## src/umi_pkg.sv

```systemverilog
/* UMI package with widths, command codes,
   the request/response packet struct and the unpacked local request struct */
package umi_pkg;

   //##############################
   // widths
   //##############################

   localparam int UMI_AW     = 32;   // address width
   localparam int UMI_DW     = 32;   // memory word width
   localparam int UMI_UW     = 256;  // packet width
   localparam int UMI_WORDS  = 4;    // max data words per packet
   localparam int UMI_CTRL_W = 32;   // cmd + size + options

   //##############################
   // command codes
   //##############################

   // bit 0 set marks a write request
   localparam logic [7:0] UMI_REQ_READ   = 8'h02;
   localparam logic [7:0] UMI_REQ_WRITE  = 8'h03;

   // every read is answered with this code
   localparam logic [7:0] UMI_RESP_WRITE = 8'h05;

   //##############################
   // packet layout
   //##############################

   // msb first; data word 0 sits in the lowest bits
   typedef struct packed {
      logic [UMI_UW-UMI_CTRL_W-2*UMI_AW-UMI_WORDS*UMI_DW-1:0] reserved; // 32 bits
      logic [7:0]                       cmd;
      logic [3:0]                       size;     // words minus one
      logic [19:0]                      options;
      logic [UMI_AW-1:0]                dstaddr;
      logic [UMI_AW-1:0]                srcaddr;
      logic [UMI_WORDS-1:0][UMI_DW-1:0] data;     // word 0 -> lowest address
   } umi_packet_t;

   //##############################
   // local request
   //##############################

   // what the memory sees of an accepted request
   typedef struct packed {
      logic [7:0]                       cmd;
      logic [3:0]                       size;
      logic [19:0]                      options;
      logic [UMI_AW-1:0]                addr;     // byte address
      logic [UMI_WORDS-1:0][UMI_DW-1:0] wrdata;
   } umi_fields_t;

endpackage

```

## src/umi_unpack.sv

```systemverilog
/* request unpacker, splits a packet into local request fields
   and decodes the write flag from the command */
`timescale 1ns/1ps

module umi_unpack
  (
   input  umi_pkg::umi_packet_t       packet,   // incoming request
   output umi_pkg::umi_fields_t       fields,   // local request
   output logic [umi_pkg::UMI_AW-1:0] srcaddr,  // return address
   output logic                       write     // 1 = write, 0 = read
   );

   //##############################
   // field mapping
   //##############################

   always_comb
   begin
      fields.cmd     = packet.cmd;
      fields.size    = packet.size;      // words minus one
      fields.options = packet.options;
      fields.addr    = packet.dstaddr;   // target address in memory
      fields.wrdata  = packet.data;      // all four words, memory picks by size
   end

   // response goes back here
   assign srcaddr = packet.srcaddr;

   //##############################
   // command decode
   //##############################

   // only bit 0 matters
   // read and write codes differ there
   assign write = packet.cmd[0];

endmodule

```

## src/umi_pack.sv

```systemverilog
/* response packer, builds a packet from return fields
   with the read word in data word 0 and zero fill elsewhere */
`timescale 1ns/1ps

module umi_pack
  (
   input  logic [7:0]                 cmd,
   input  logic [3:0]                 size,
   input  logic [19:0]                options,
   input  logic [umi_pkg::UMI_AW-1:0] dstaddr,   // requester's srcaddr
   input  logic [umi_pkg::UMI_AW-1:0] srcaddr,
   input  logic [umi_pkg::UMI_DW-1:0] rddata,    // single read word
   output umi_pkg::umi_packet_t       packet
   );

   always_comb
   begin
      // unused words and reserved bits go out as zero
      packet.reserved = '0;
      packet.data     = '0;

      // header
      packet.cmd      = cmd;
      packet.size     = size;      // echoed from the request
      packet.options  = options;
      packet.dstaddr  = dstaddr;
      packet.srcaddr  = srcaddr;

      // payload
      packet.data[0]  = rddata;
   end

endmodule

```

## src/umi_endpoint.sv

```systemverilog
/* UMI endpoint, request accept and local strobes,
   registered read response with valid/ready control */
`timescale 1ns/1ps

module umi_endpoint
  (
   // ctrl
   input  logic                       clk,
   input  logic                       nreset,
   // device port, requests
   input  logic                       udev_req_valid,
   input  umi_pkg::umi_packet_t       udev_req_packet,
   output logic                       udev_req_ready,
   // device port, responses
   output logic                       udev_resp_valid,
   output umi_pkg::umi_packet_t       udev_resp_packet,
   input  logic                       udev_resp_ready,
   // local memory port
   output umi_pkg::umi_fields_t       loc_req,
   output logic                       loc_write,   // write strobe
   output logic                       loc_read,    // read strobe
   input  logic [umi_pkg::UMI_DW-1:0] loc_rddata,  // async read data
   input  logic                       loc_ready    // low during write beats
   );

   logic                       req_write;     // decoded from cmd
   logic [umi_pkg::UMI_AW-1:0] req_srcaddr;
   logic                       accept;        // request taken this cycle

   // response pipeline, payload only
   logic [umi_pkg::UMI_DW-1:0] rd_data_q;
   logic [umi_pkg::UMI_AW-1:0] dstaddr_q;
   logic [3:0]                 size_q;
   logic [19:0]                options_q;

   //##############################
   // request side
   //##############################

   umi_unpack u_unpack
     (
      .packet  (udev_req_packet),
      .fields  (loc_req),
      .srcaddr (req_srcaddr),
      .write   (req_write)
      );

   // stall on busy memory or on a response nobody takes
   assign udev_req_ready = loc_ready & udev_resp_ready;
   assign accept         = udev_req_valid & udev_req_ready;

   // strobes only fire on a taken request
   assign loc_write = accept &  req_write;
   assign loc_read  = accept & ~req_write;

   //##############################
   // response pipeline
   //##############################

   // loaded only by an accepted read
   always_ff @(posedge clk)
   begin
      if (loc_read)
      begin
         rd_data_q <= loc_rddata;             // memory answers same cycle
         dstaddr_q <= req_srcaddr;            // back to the requester
         size_q    <= loc_req.size;
         options_q <= loc_req.options;
      end
   end

   always_ff @(posedge clk or negedge nreset)
   begin
      if (!nreset)
         udev_resp_valid <= 1'b0;
      else if (loc_read)
         udev_resp_valid <= 1'b1;             // new response, old one consumed
      else if (udev_resp_valid & udev_resp_ready)
         udev_resp_valid <= 1'b0;
   end

   umi_pack u_pack
     (
      .cmd     (umi_pkg::UMI_RESP_WRITE),     // fixed response code
      .size    (size_q),
      .options (options_q),
      .dstaddr (dstaddr_q),
      .srcaddr ('0),                          // endpoint has no own address
      .rddata  (rd_data_q),
      .packet  (udev_resp_packet)
      );

   //##############################
   // checks
   //##############################

   // a stalled response must not move
   resp_stable_a : assert property (@(posedge clk) disable iff (!nreset)
      udev_resp_valid && !udev_resp_ready |=>
      udev_resp_valid && $stable(udev_resp_packet))
      else $error("response changed while stalled");

   strobe_excl_a : assert property (@(posedge clk) disable iff (!nreset)
      !(loc_read && loc_write))
      else $error("read and write strobes together");

   // unpacked size stays within four words
   req_size_a : assert property (@(posedge clk) disable iff (!nreset)
      udev_req_valid |-> loc_req.size <= 4'd3)
      else $error("request size above 3");

endmodule

```

## config.mk

```make
export PLATFORM = sky130hd
export DESIGN_NAME = umi_endpoint
export DESIGN_NICKNAME = d
export VERILOG_FILES = /design/src/umi_pkg.sv /design/src/umi_unpack.sv /design/src/umi_pack.sv /design/src/umi_endpoint.sv
export SDC_FILE = /design/constraint.sdc
export NUM_CORES = 1
export LEC_CHECK = 0
export BUFFER_PORTS_ARGS = -buffer_cell sky130_fd_sc_hd__buf_2
export CAP_MARGIN = 20
export CORE_AREA = 2 2 288 290
export DETAILED_ROUTE_END_ITERATION = 8
export DIE_AREA = 0 0 290 292
export SLEW_MARGIN = 40
export SYNTH_ARGS = -nofsm -noshare
export SYNTH_HDL_FRONTEND = slang
export SYNTH_SLANG_ARGS = --single-unit
```

## constraint.sdc

```tcl
create_clock -name clk -period 6.18 [get_ports clk]
set_clock_uncertainty 0.2 [all_clocks]
set_input_delay 1.545 -clock clk [delete_from_list [all_inputs] [get_ports clk]]
set_output_delay 1.545 -clock clk [all_outputs]
set_load 0.05 [all_outputs]
```

==> flow_summary.json, run 1 <==
{
  "period_needed_ns": 4.06,
  "cts_max_level": 3,
  "p_leak_uw": 0.00237,
  "grt_usage": 0.0351,
  "synth_top_area_share": 0.499,
  "synth_cells": 456,
  "max_slew_margin": 0.585,
  "pwr-share-clk": 0.348,
  "num_rows": 105,
  "die_area_um2": 84700,
  "ys_warn_count": 0,
  "switching_share": 0.369,
  "rsz0062_at_grt": "no",
  "firstDrtPassIters": 5,
  "io_buffers": 210,
  "yosysTopAreaCell": "buf_4",
  "whs_path_depth": 1,
  "place_congestion": 0.652,
  "start_util": 0.0663,
  "cts_tree": "yes",
  "synth_edf_count": 88,
  "synth_area_leaders": "buf_4, edfxtp_1, dfrtp_1, and4b_1, a21o_1",
  "grt_pass1_vias": 2198,
  "cts_resized": 0,
  "fmax_mhz": 246,
  "cts_buffers": 9,
  "fin_tns_setup_ns": 0,
  "startpoint_type": "primary input",
  "grt_pass1_wl_um": 18900,
  "seqPwrFrac": 0.417,
  "clk_pin_slew_worst_paths_ns": 0.06,
  "hold_path_end": "udev_resp_valid",
  "r2r_slack_ns": 5.33,
  "fin_nets": 778,
  "r2r_end": "udev_resp_valid",
  "outcome": "finished, final reports clean",
  "postCtsSetupBuffers": 0,
  "worstMarginPinSlew_ns": 0.623,
  "final_util": 0.0742,
  "async_reset_ff_frac": 0.0112,
  "wl_um": 16100,
  "grt_overflow": 0,
  "critPathCaptureType": "primary output",
  "cp.arrival_ns": 2.31,
  "holdCritStartpoint": "udev_resp_valid",
  "regToRegStartpoint": "udev_resp_valid",
  "power_density_nw_per_um2": 273,
  "die-width_um": 290,
  "slew_violations": 0,
  "ios": 745,
  "critPathRequiredTime_ns": 4.43,
  "drive_above_1_share": 0.465,
  "finalSetupViolCount": 0,
  "irDropWorstVdd_mv": 0.142,
  "avgViaCountPerCell": 1.64,
  "syn_area_um2": 5410,
  "ant_nets": 0,
  "yosysMostFrequentCell": "buf_4",
  "yosys.cell_types.count": 9,
  "hpwl_um": 13500,
  "vias": 2554,
  "dr.first_iter.drc_count": 91,
  "internal_power_uw": 1040,
  "coreArea_um2": 81600,
  "hold_path.class": "reg2reg",
  "maxCapViolCount": 0,
  "cts_root_buf": "clkbuf_16",
  "syn_to_final_growth_pct": 11.8,
  "avgSynthCellArea_um2": 11.9,
  "fp.dieH_um": 292,
  "clk_path_buf_depth": 2,
  "ys_seq_area_frac": 0.493,
  "cp_max_fo": 3,
  "grt_max_degree": 49,
  "clock-sinks": 89,
  "power.switching_uw": 609,
  "synth_common_cells": "buf_4, edfxtp_1, conb_1",
  "drc_errors": 0,
  "ctsHoldBuffers": 0,
  "critPathKind": "in2out",
  "reg2reg_depth": 1,
  "wl_per_cell_um": 10.3,
  "grt_antenna_before_repair": 4,
  "finalHoldViolCount": 0,
  "finalCritPeriodShare": 0.657,
  "synth_seq_cells": 89,
  "yosys_most_used_dff": "edfxtp_1",
  "p_comb_frac": 0.235,
  "clock_latency_ns": 0.36
}
[critical path, cell delays in order]
cell	delay [ns]
buf_2	0.13
and4b_4	0.35
buf_2	0.28
[per-layer routing]
metal	GRT usage	routed length (um)	vias up
met3	0.0266	2710	141
li1	-	-	996
met5	0.00851	106	-
met4	0.0575	2360	4
met2	0.0516	7270	323
met1	0.0212	3660	1090
[cells in the final DEF, fill, tap and decap left out]
| cell type | netlist | layout |
|---|---|---|
| a21o_1 | 1 | 1 |
| and2_1 | 1 | 1 |
| and3_1 | 1 | 1 |
| and4b_4 | 0 | 1 |
| buf_2 | 0 | 210 |
| buf_4 | 360 | 2 |
| bufinv_16 | 0 | 1 |
| clkbuf_1 | 0 | 1 |
| clkbuf_16 | 0 | 9 |
| clkinv_4 | 0 | 1 |
| clkinv_8 | 0 | 1 |
| clkinvlp_4 | 0 | 2 |
| conb_1 | 2 | 168 |
| dfrtp_1 | 1 | 1 |
| diode_2 | 0 | 1 |
| edfxtp_1 | 88 | 88 |
| inv_1 | 1 | 1 |
| inv_6 | 0 | 1 |
[power by group through the flow]
stage	combinational [uW]	sequential, uW	clock, uW
after floorplan	647	767	0
after global placement	385	701	0
after detailed placement	387	702	0
after CTS	387	689	611
after global routing	398	690	632
final	388	688	575
[cell type report]
class / count / area, um^2
Clock buffer: 10 / 229
Tap cell: 1070 / 1340
Timing Repair Buffer: 212 / 1070
Multi-Input combinational cell: 172 / 664
Fill cell: 9513 / 75500
Inverter: 1 / 3.75
Clock inverter: 6 / 78.8
Sequential cell: 89 / 2670
Antenna cell: 1 / 2.50
[through the flow]
| stage | hold slack, ns | power, uW | worst slack [ns] | instance area (um^2) | instances |
|---|---|---|---|---|---|
| final | 0.278 | 1650 | 2.12 | 6050 | 1561 |
| after global routing | 0.312 | 1720 | 2.11 | 6050 | 1561 |
| after CTS | 0.284 | 1690 | 2.12 | 6050 | 1560 |
| after detailed placement | 0.267 | 1090 | 2.12 | 5740 | 1544 |
| after global placement | 0.258 | 1090 | 2.12 | 5740 | 1544 |
| after floorplan | 0.614 | 1410 | 0.336 | 6030 | 622 |
[state kept, by name, summed over array words and instances (netlist names)]
signal and flops:
dstaddr_q 32, options_q 20, rd_data_q 32, size_q 4, udev_resp_valid 1
[cells by family after synthesis]
group | count (synthesis) | share of synthesized area
AO/OA/AOI/OAI | 1 | 0.00139
buffers and inverters | 361 | 0.500
flip-flops | 89 | 0.493
other | 2 | 0.00139
AND/OR/NAND/NOR | 3 | 0.00416
[how the worst max path moves through the flow]
stage,from,to,cells after the start
final,udev_req_packet[216],loc_read,3
after global placement,udev_req_packet[216],loc_read,3
after CTS,udev_req_packet[216],loc_read,3
after detailed placement,udev_req_packet[216],loc_read,3
after global routing,udev_req_packet[216],loc_read,3
after floorplan,udev_req_packet[216],loc_read,1
Note: power is estimated with default switching activity, not from simulation.
==> run 2: changes to the inputs <==
- clock period: 6.18 -> 3.8 ns (I/O delays scaled with it)
==> flow_summary.json, run 2 (synthesized netlist as in run 1, its figures left out) <==
{
  "outcome": "finished, final reports clean",
  "drive_above_1_share": 0.466,
  "diodes": 0,
  "drc_errors": 0,
  "clock_latency_ns": 0.37,
  "critPathBufInv": 2,
  "clk_pin_slew_worst_paths_ns": 0.08,
  "wl_per_cell_um": 10.2,
  "ctsHoldBuffers": 0,
  "reg2reg_depth": 1,
  "fin_nets": 777,
  "internal_power_uw": 1650,
  "switching_share": 0.383,
  "dr.first_iter.drc_count": 77,
  "wl_um": 16000,
  "crit_family": "buffers and inverters",
  "cpMaxStageDelayCell": "and4b_4",
  "critPathKind": "in2out",
  "fp.dieH_um": 292,
  "slew_violations": 0,
  "cts_resized": 0,
  "period_needed_ns": 2.90,
  "cp_max_fo": 3,
  "coreArea_um2": 81600,
  "cp_common_cell": "buf_2",
  "grt_usage": 0.0347,
  "fin_tns_setup_ns": 0,
  "ios": 745,
  "die-width_um": 290,
  "die_area_um2": 84700,
  "critPathRequiredTime_ns": 2.65,
  "max_stage_delay_ns": 0.39,
  "reg.largest.list": "dstaddr_q (32), rd_data_q (32), options_q (20)",
  "power_density_nw_per_um2": 442,
  "io_buffers": 210,
  "power.switching_uw": 1020,
  "irDropWorstVdd_mv": 0.238,
  "finalCritPeriodShare": 0.764,
  "cts_max_level": 3,
  "r2r_slack_ns": 2.95,
  "p_leak_uw": 0.00237,
  "p_comb_frac": 0.236,
  "place_congestion": 0.631,
  "finalHoldViolCount": 0,
  "grt_antenna_before_repair": 5,
  "clk_path_buf_depth": 2,
  "cp.arrival_ns": 1.75,
  "final_cell_mix": "buf_2, conb_1, edfxtp_1",
  "r2r_end": "udev_resp_valid",
  "syn_to_final_growth_pct": 11.7,
  "cts_tree": "yes",
  "startpoint_type": "primary input",
  "grt_pass1_wl_um": 18700,
  "finalSetupViolCount": 0,
  "firstDrtPassIters": 4,
  "hpwl_um": 13400,
  "avgViaCountPerCell": 1.63,
  "grt_max_degree": 90,
  "grt_overflow": 0,
  "vias": 2538,
  "fin_cells": 1559,
  "critPathCaptureType": "primary output",
  "postCtsSetupBuffers": 0,
  "seqPwrFrac": 0.419,
  "dp.cells": 1543,
  "maxCapViolCount": 0,
  "hold_path.class": "in2async",
  "ant_nets": 0,
  "rsz0062_at_grt": "no",
  "cts_root_buf": "clkbuf_16",
  "num_rows": 105,
  "grt_pass1_vias": 2174,
  "final_common_cell": "buf_2",
  "regToRegStartpoint": "udev_resp_valid",
  "clock-sinks": 89,
  "start_util": 0.0663,
  "fmax_mhz": 344,
  "pwr-share-clk": 0.346,
  "crit_chain": "buf_2 -> and4b_4 -> buf_2",
  "cts_buffers": 9
}
[run 2: changes by cell type in the layout (fill, tap and decap cells not counted), sizes merged]
cell,before,now
buf,212,211
clkinv,2,1
clkinvlp,2,0
bufinv,1,0
inv,2,7
diode,1,0
clkbuf,10,9
[run 2: how the worst max path moves through the flow]
stage | from | end | slack [ns] | cells after the start
3_3_place_gp | udev_req_packet[216] | loc_read | 0.88 | 3
4_1_cts | udev_req_packet[216] | loc_read | 0.88 | 3
5_1_grt | udev_req_packet[216] | loc_read | 0.88 | 3
2_1_floorplan | udev_req_packet[216] | loc_read | 0.22 | 1
3_5_place_dp | udev_req_packet[216] | loc_read | 0.88 | 3
6_report | udev_req_packet[216] | loc_read | 0.90 | 3
[run 2: per-layer routing]
layer	GRT usage	part of all wire	up-vias
met1	0.0198	0.21	1051
met5	0.00681	0.0060	-
li1	-	-	997
met3	0.0279	0.19	134
met4	0.0540	0.14	4
met2	0.0528	0.46	352
[run 2: power groups by stage]
| stage | sequential (uW) | clock, uW | combinational, uW |
|---|---|---|---|
| 6_report | 1120 | 923 | 630 |
| 4_1_cts | 1120 | 988 | 630 |
| 2_1_floorplan | 1250 | 0 | 1050 |
| 5_1_grt | 1120 | 1010 | 648 |
| 3_3_place_gp | 1140 | 0 | 625 |
| 3_5_place_dp | 1140 | 0 | 629 |
[run 2: layout make-up]
cell class,instances,area (um^2)
Clock inverter,7,76.3
Timing Repair Buffer,211,1070
Multi-Input combinational cell,172,664
Sequential cell,89,2670
Inverter,1,3.75
Clock buffer,9,225
Fill cell,9490,75500
Tap cell,1070,1340
[run 2: metrics by stage]
stage	hold slack (ns)	instance area (um^2)	util	power [uW]	worst slack, ns
2_1_floorplan	0.454	6040	-	2300	0.216
3_5_place_dp	0.265	5750	0.0704	1770	0.879
4_1_cts	0.0898	6050	0.0741	2740	0.880
3_3_place_gp	0.259	5750	0.0704	1770	0.881
6_report	0.133	6050	0.0741	2670	0.897
5_1_grt	0.0947	6050	0.0741	2780	0.878
==> run 3: changes to the inputs <==
- CORE_AREA: 2 2 288 290 -> 2 2 286 288
- DIE_AREA: 0 0 290 292 -> 0 0 288 290
- clock period: 3.8 -> 2.4 ns (I/O delays scaled with it)
==> flow_summary.json, run 3 (synthesized netlist as in run 1, its figures left out) <==
{
  "outcome": "finished, final reports clean",
  "nFillCells": 9364,
  "cts_max_level": 3,
  "switching_share": 0.372,
  "drive_above_1_share": 0.469,
  "critPathKind": "in2out",
  "fmax_mhz": 462,
  "final_common_cell": "buf_2",
  "io_buffers": 210,
  "pwr-share-clk": 0.322,
  "max_stage_delay_ns": 0.37,
  "die-width_um": 288,
  "cts_buffers": 9,
  "cpMaxStageDelayCell": "and4b_4",
  "finalCritPeriodShare": 0.902,
  "critPathBufInv": 2,
  "crit_chain": "buf_2 -> and4b_4 -> buf_2",
  "cp.arrival_ns": 1.37,
  "power.switching_uw": 1530,
  "syn_to_final_growth_pct": 11.9,
  "avgViaCountPerCell": 1.65,
  "register_area_um2": 2670,
  "start_util": 0.0675,
  "cp_max_fo": 3,
  "rsz0062_at_grt": "no",
  "grt_overflow": 0,
  "p_leak_uw": 0.00238,
  "cts_root_buf": "clkbuf_16",
  "firstDrtPassIters": 4,
  "grt_max_degree": 49,
  "period_needed_ns": 2.17,
  "clk_pin_slew_worst_paths_ns": 0.07,
  "irDropWorstVdd_mv": 0.247,
  "cts_tree": "yes",
  "clock_latency_ns": 0.35,
  "drc_errors": 0,
  "dp.cells": 1536,
  "cp_common_cell": "buf_2",
  "grt_usage": 0.0341,
  "finalSetupViolCount": 0,
  "crit_family": "buffers and inverters",
  "power_density_nw_per_um2": 677,
  "maxCapViolCount": 0,
  "diodes": 0,
  "grt_pass1_vias": 2183,
  "finalHoldViolCount": 0,
  "fp.dieH_um": 290,
  "final_cell_mix": "buf_2, conb_1, edfxtp_1",
  "coreArea_um2": 80200,
  "place_congestion": 0.721,
  "reg.largest.list": "dstaddr_q (32), rd_data_q (32), options_q (20)",
  "fin_nets": 781,
  "multiInputGateArea_um2": 664,
  "startpoint_type": "primary input",
  "wl_per_cell_um": 10.2,
  "die_area_um2": 83500,
  "critPathCaptureType": "primary output",
  "critPathRequiredTime_ns": 1.60,
  "num_rows": 104,
  "clk_path_buf_depth": 2,
  "fin_cells": 1553,
  "ios": 745,
  "hold_ws_ns": 0.217,
  "hpwl_um": 13600,
  "final_util": 0.0756,
  "dr.first_iter.drc_count": 91,
  "slew_violations": 0,
  "grt_antenna_before_repair": 4,
  "internal_power_uw": 2580,
  "ant_nets": 0,
  "clock-sinks": 89,
  "p_comb_frac": 0.245,
  "wl_um": 15800,
  "hold_path.class": "in2reg",
  "grt_pass1_wl_um": 18500,
  "seqPwrFrac": 0.432,
  "vias": 2566
}
==> run 3: metrics by stage <==
step                      area, um^2  setup TNS, ns  setup WS (ns)  total power, uW
after detailed placement        5770              0          0.237             2810
final                           6060              0          0.234             4100
after global routing            6060              0          0.222             4280
after CTS                       6060              0          0.236             4180
after global placement          5770              0          0.235             2810
after floorplan                 6040        -0.0956        -0.0956             3640
==> run 3: final timing paths <==
| kind | endpoint | cells after the start | startpoint | slack (ns) |
|---|---|---|---|---|
| worst max-delay path | loc_read | 3 | udev_req_packet[216] | 0.23 |
| worst min-delay path | dstaddr_q[26] | 1 | udev_req_packet[154] | 0.22 |
| worst max register to register | udev_resp_valid | 1 | udev_resp_valid | 1.49 |
| worst min register to register | udev_resp_valid | 1 | udev_resp_valid | 0.36 |
| max in group asynchronous | udev_resp_valid | 2 | nreset | 1.57 |
| min in group asynchronous | udev_resp_valid | 2 | nreset | 0.34 |
==> run 3: layout make-up <==
class | instances | share of cell area
clock buffer | 9 | 0.0372
clock inverter | 7 | 0.00888
inverter | 1 | 0.000620
multi-input combinational | 172 | 0.110
sequential | 89 | 0.440
tap | 1060 | 0.219
timing repair buffer | 215 | 0.184
==> run 3: power groups by stage <==
| stage | clock, uW | sequential (uW) | combinational, uW |
|---|---|---|---|
| 2_1_floorplan | 0 | 1970 | 1670 |
| 3_3_place_gp | 0 | 1810 | 1000 |
| 3_5_place_dp | 0 | 1810 | 1000 |
| 4_1_cts | 1400 | 1770 | 1010 |
| 5_1_grt | 1460 | 1780 | 1040 |
| 6_report | 1320 | 1770 | 1010 |
==> run 3: timing repair <==
action | in CTS | in global routing
setup buffers | 0 | 0
hold buffers | 1 | 0
hold endpoints to repair | 1 | 0
gates resized for setup | 0 | 0
endpoints found under the setup margin | 0 | 0
==> run 3: metal layers <==
layer | up-vias | routed length, um | GRT usage
met1 | 1063 | 3840 | 0.0227
met2 | 362 | 6850 | 0.0515
li1 | 1003 | - | -
met5 | - | 99 | 0.00640
met4 | 6 | 2220 | 0.0499
met3 | 132 | 2770 | 0.0234
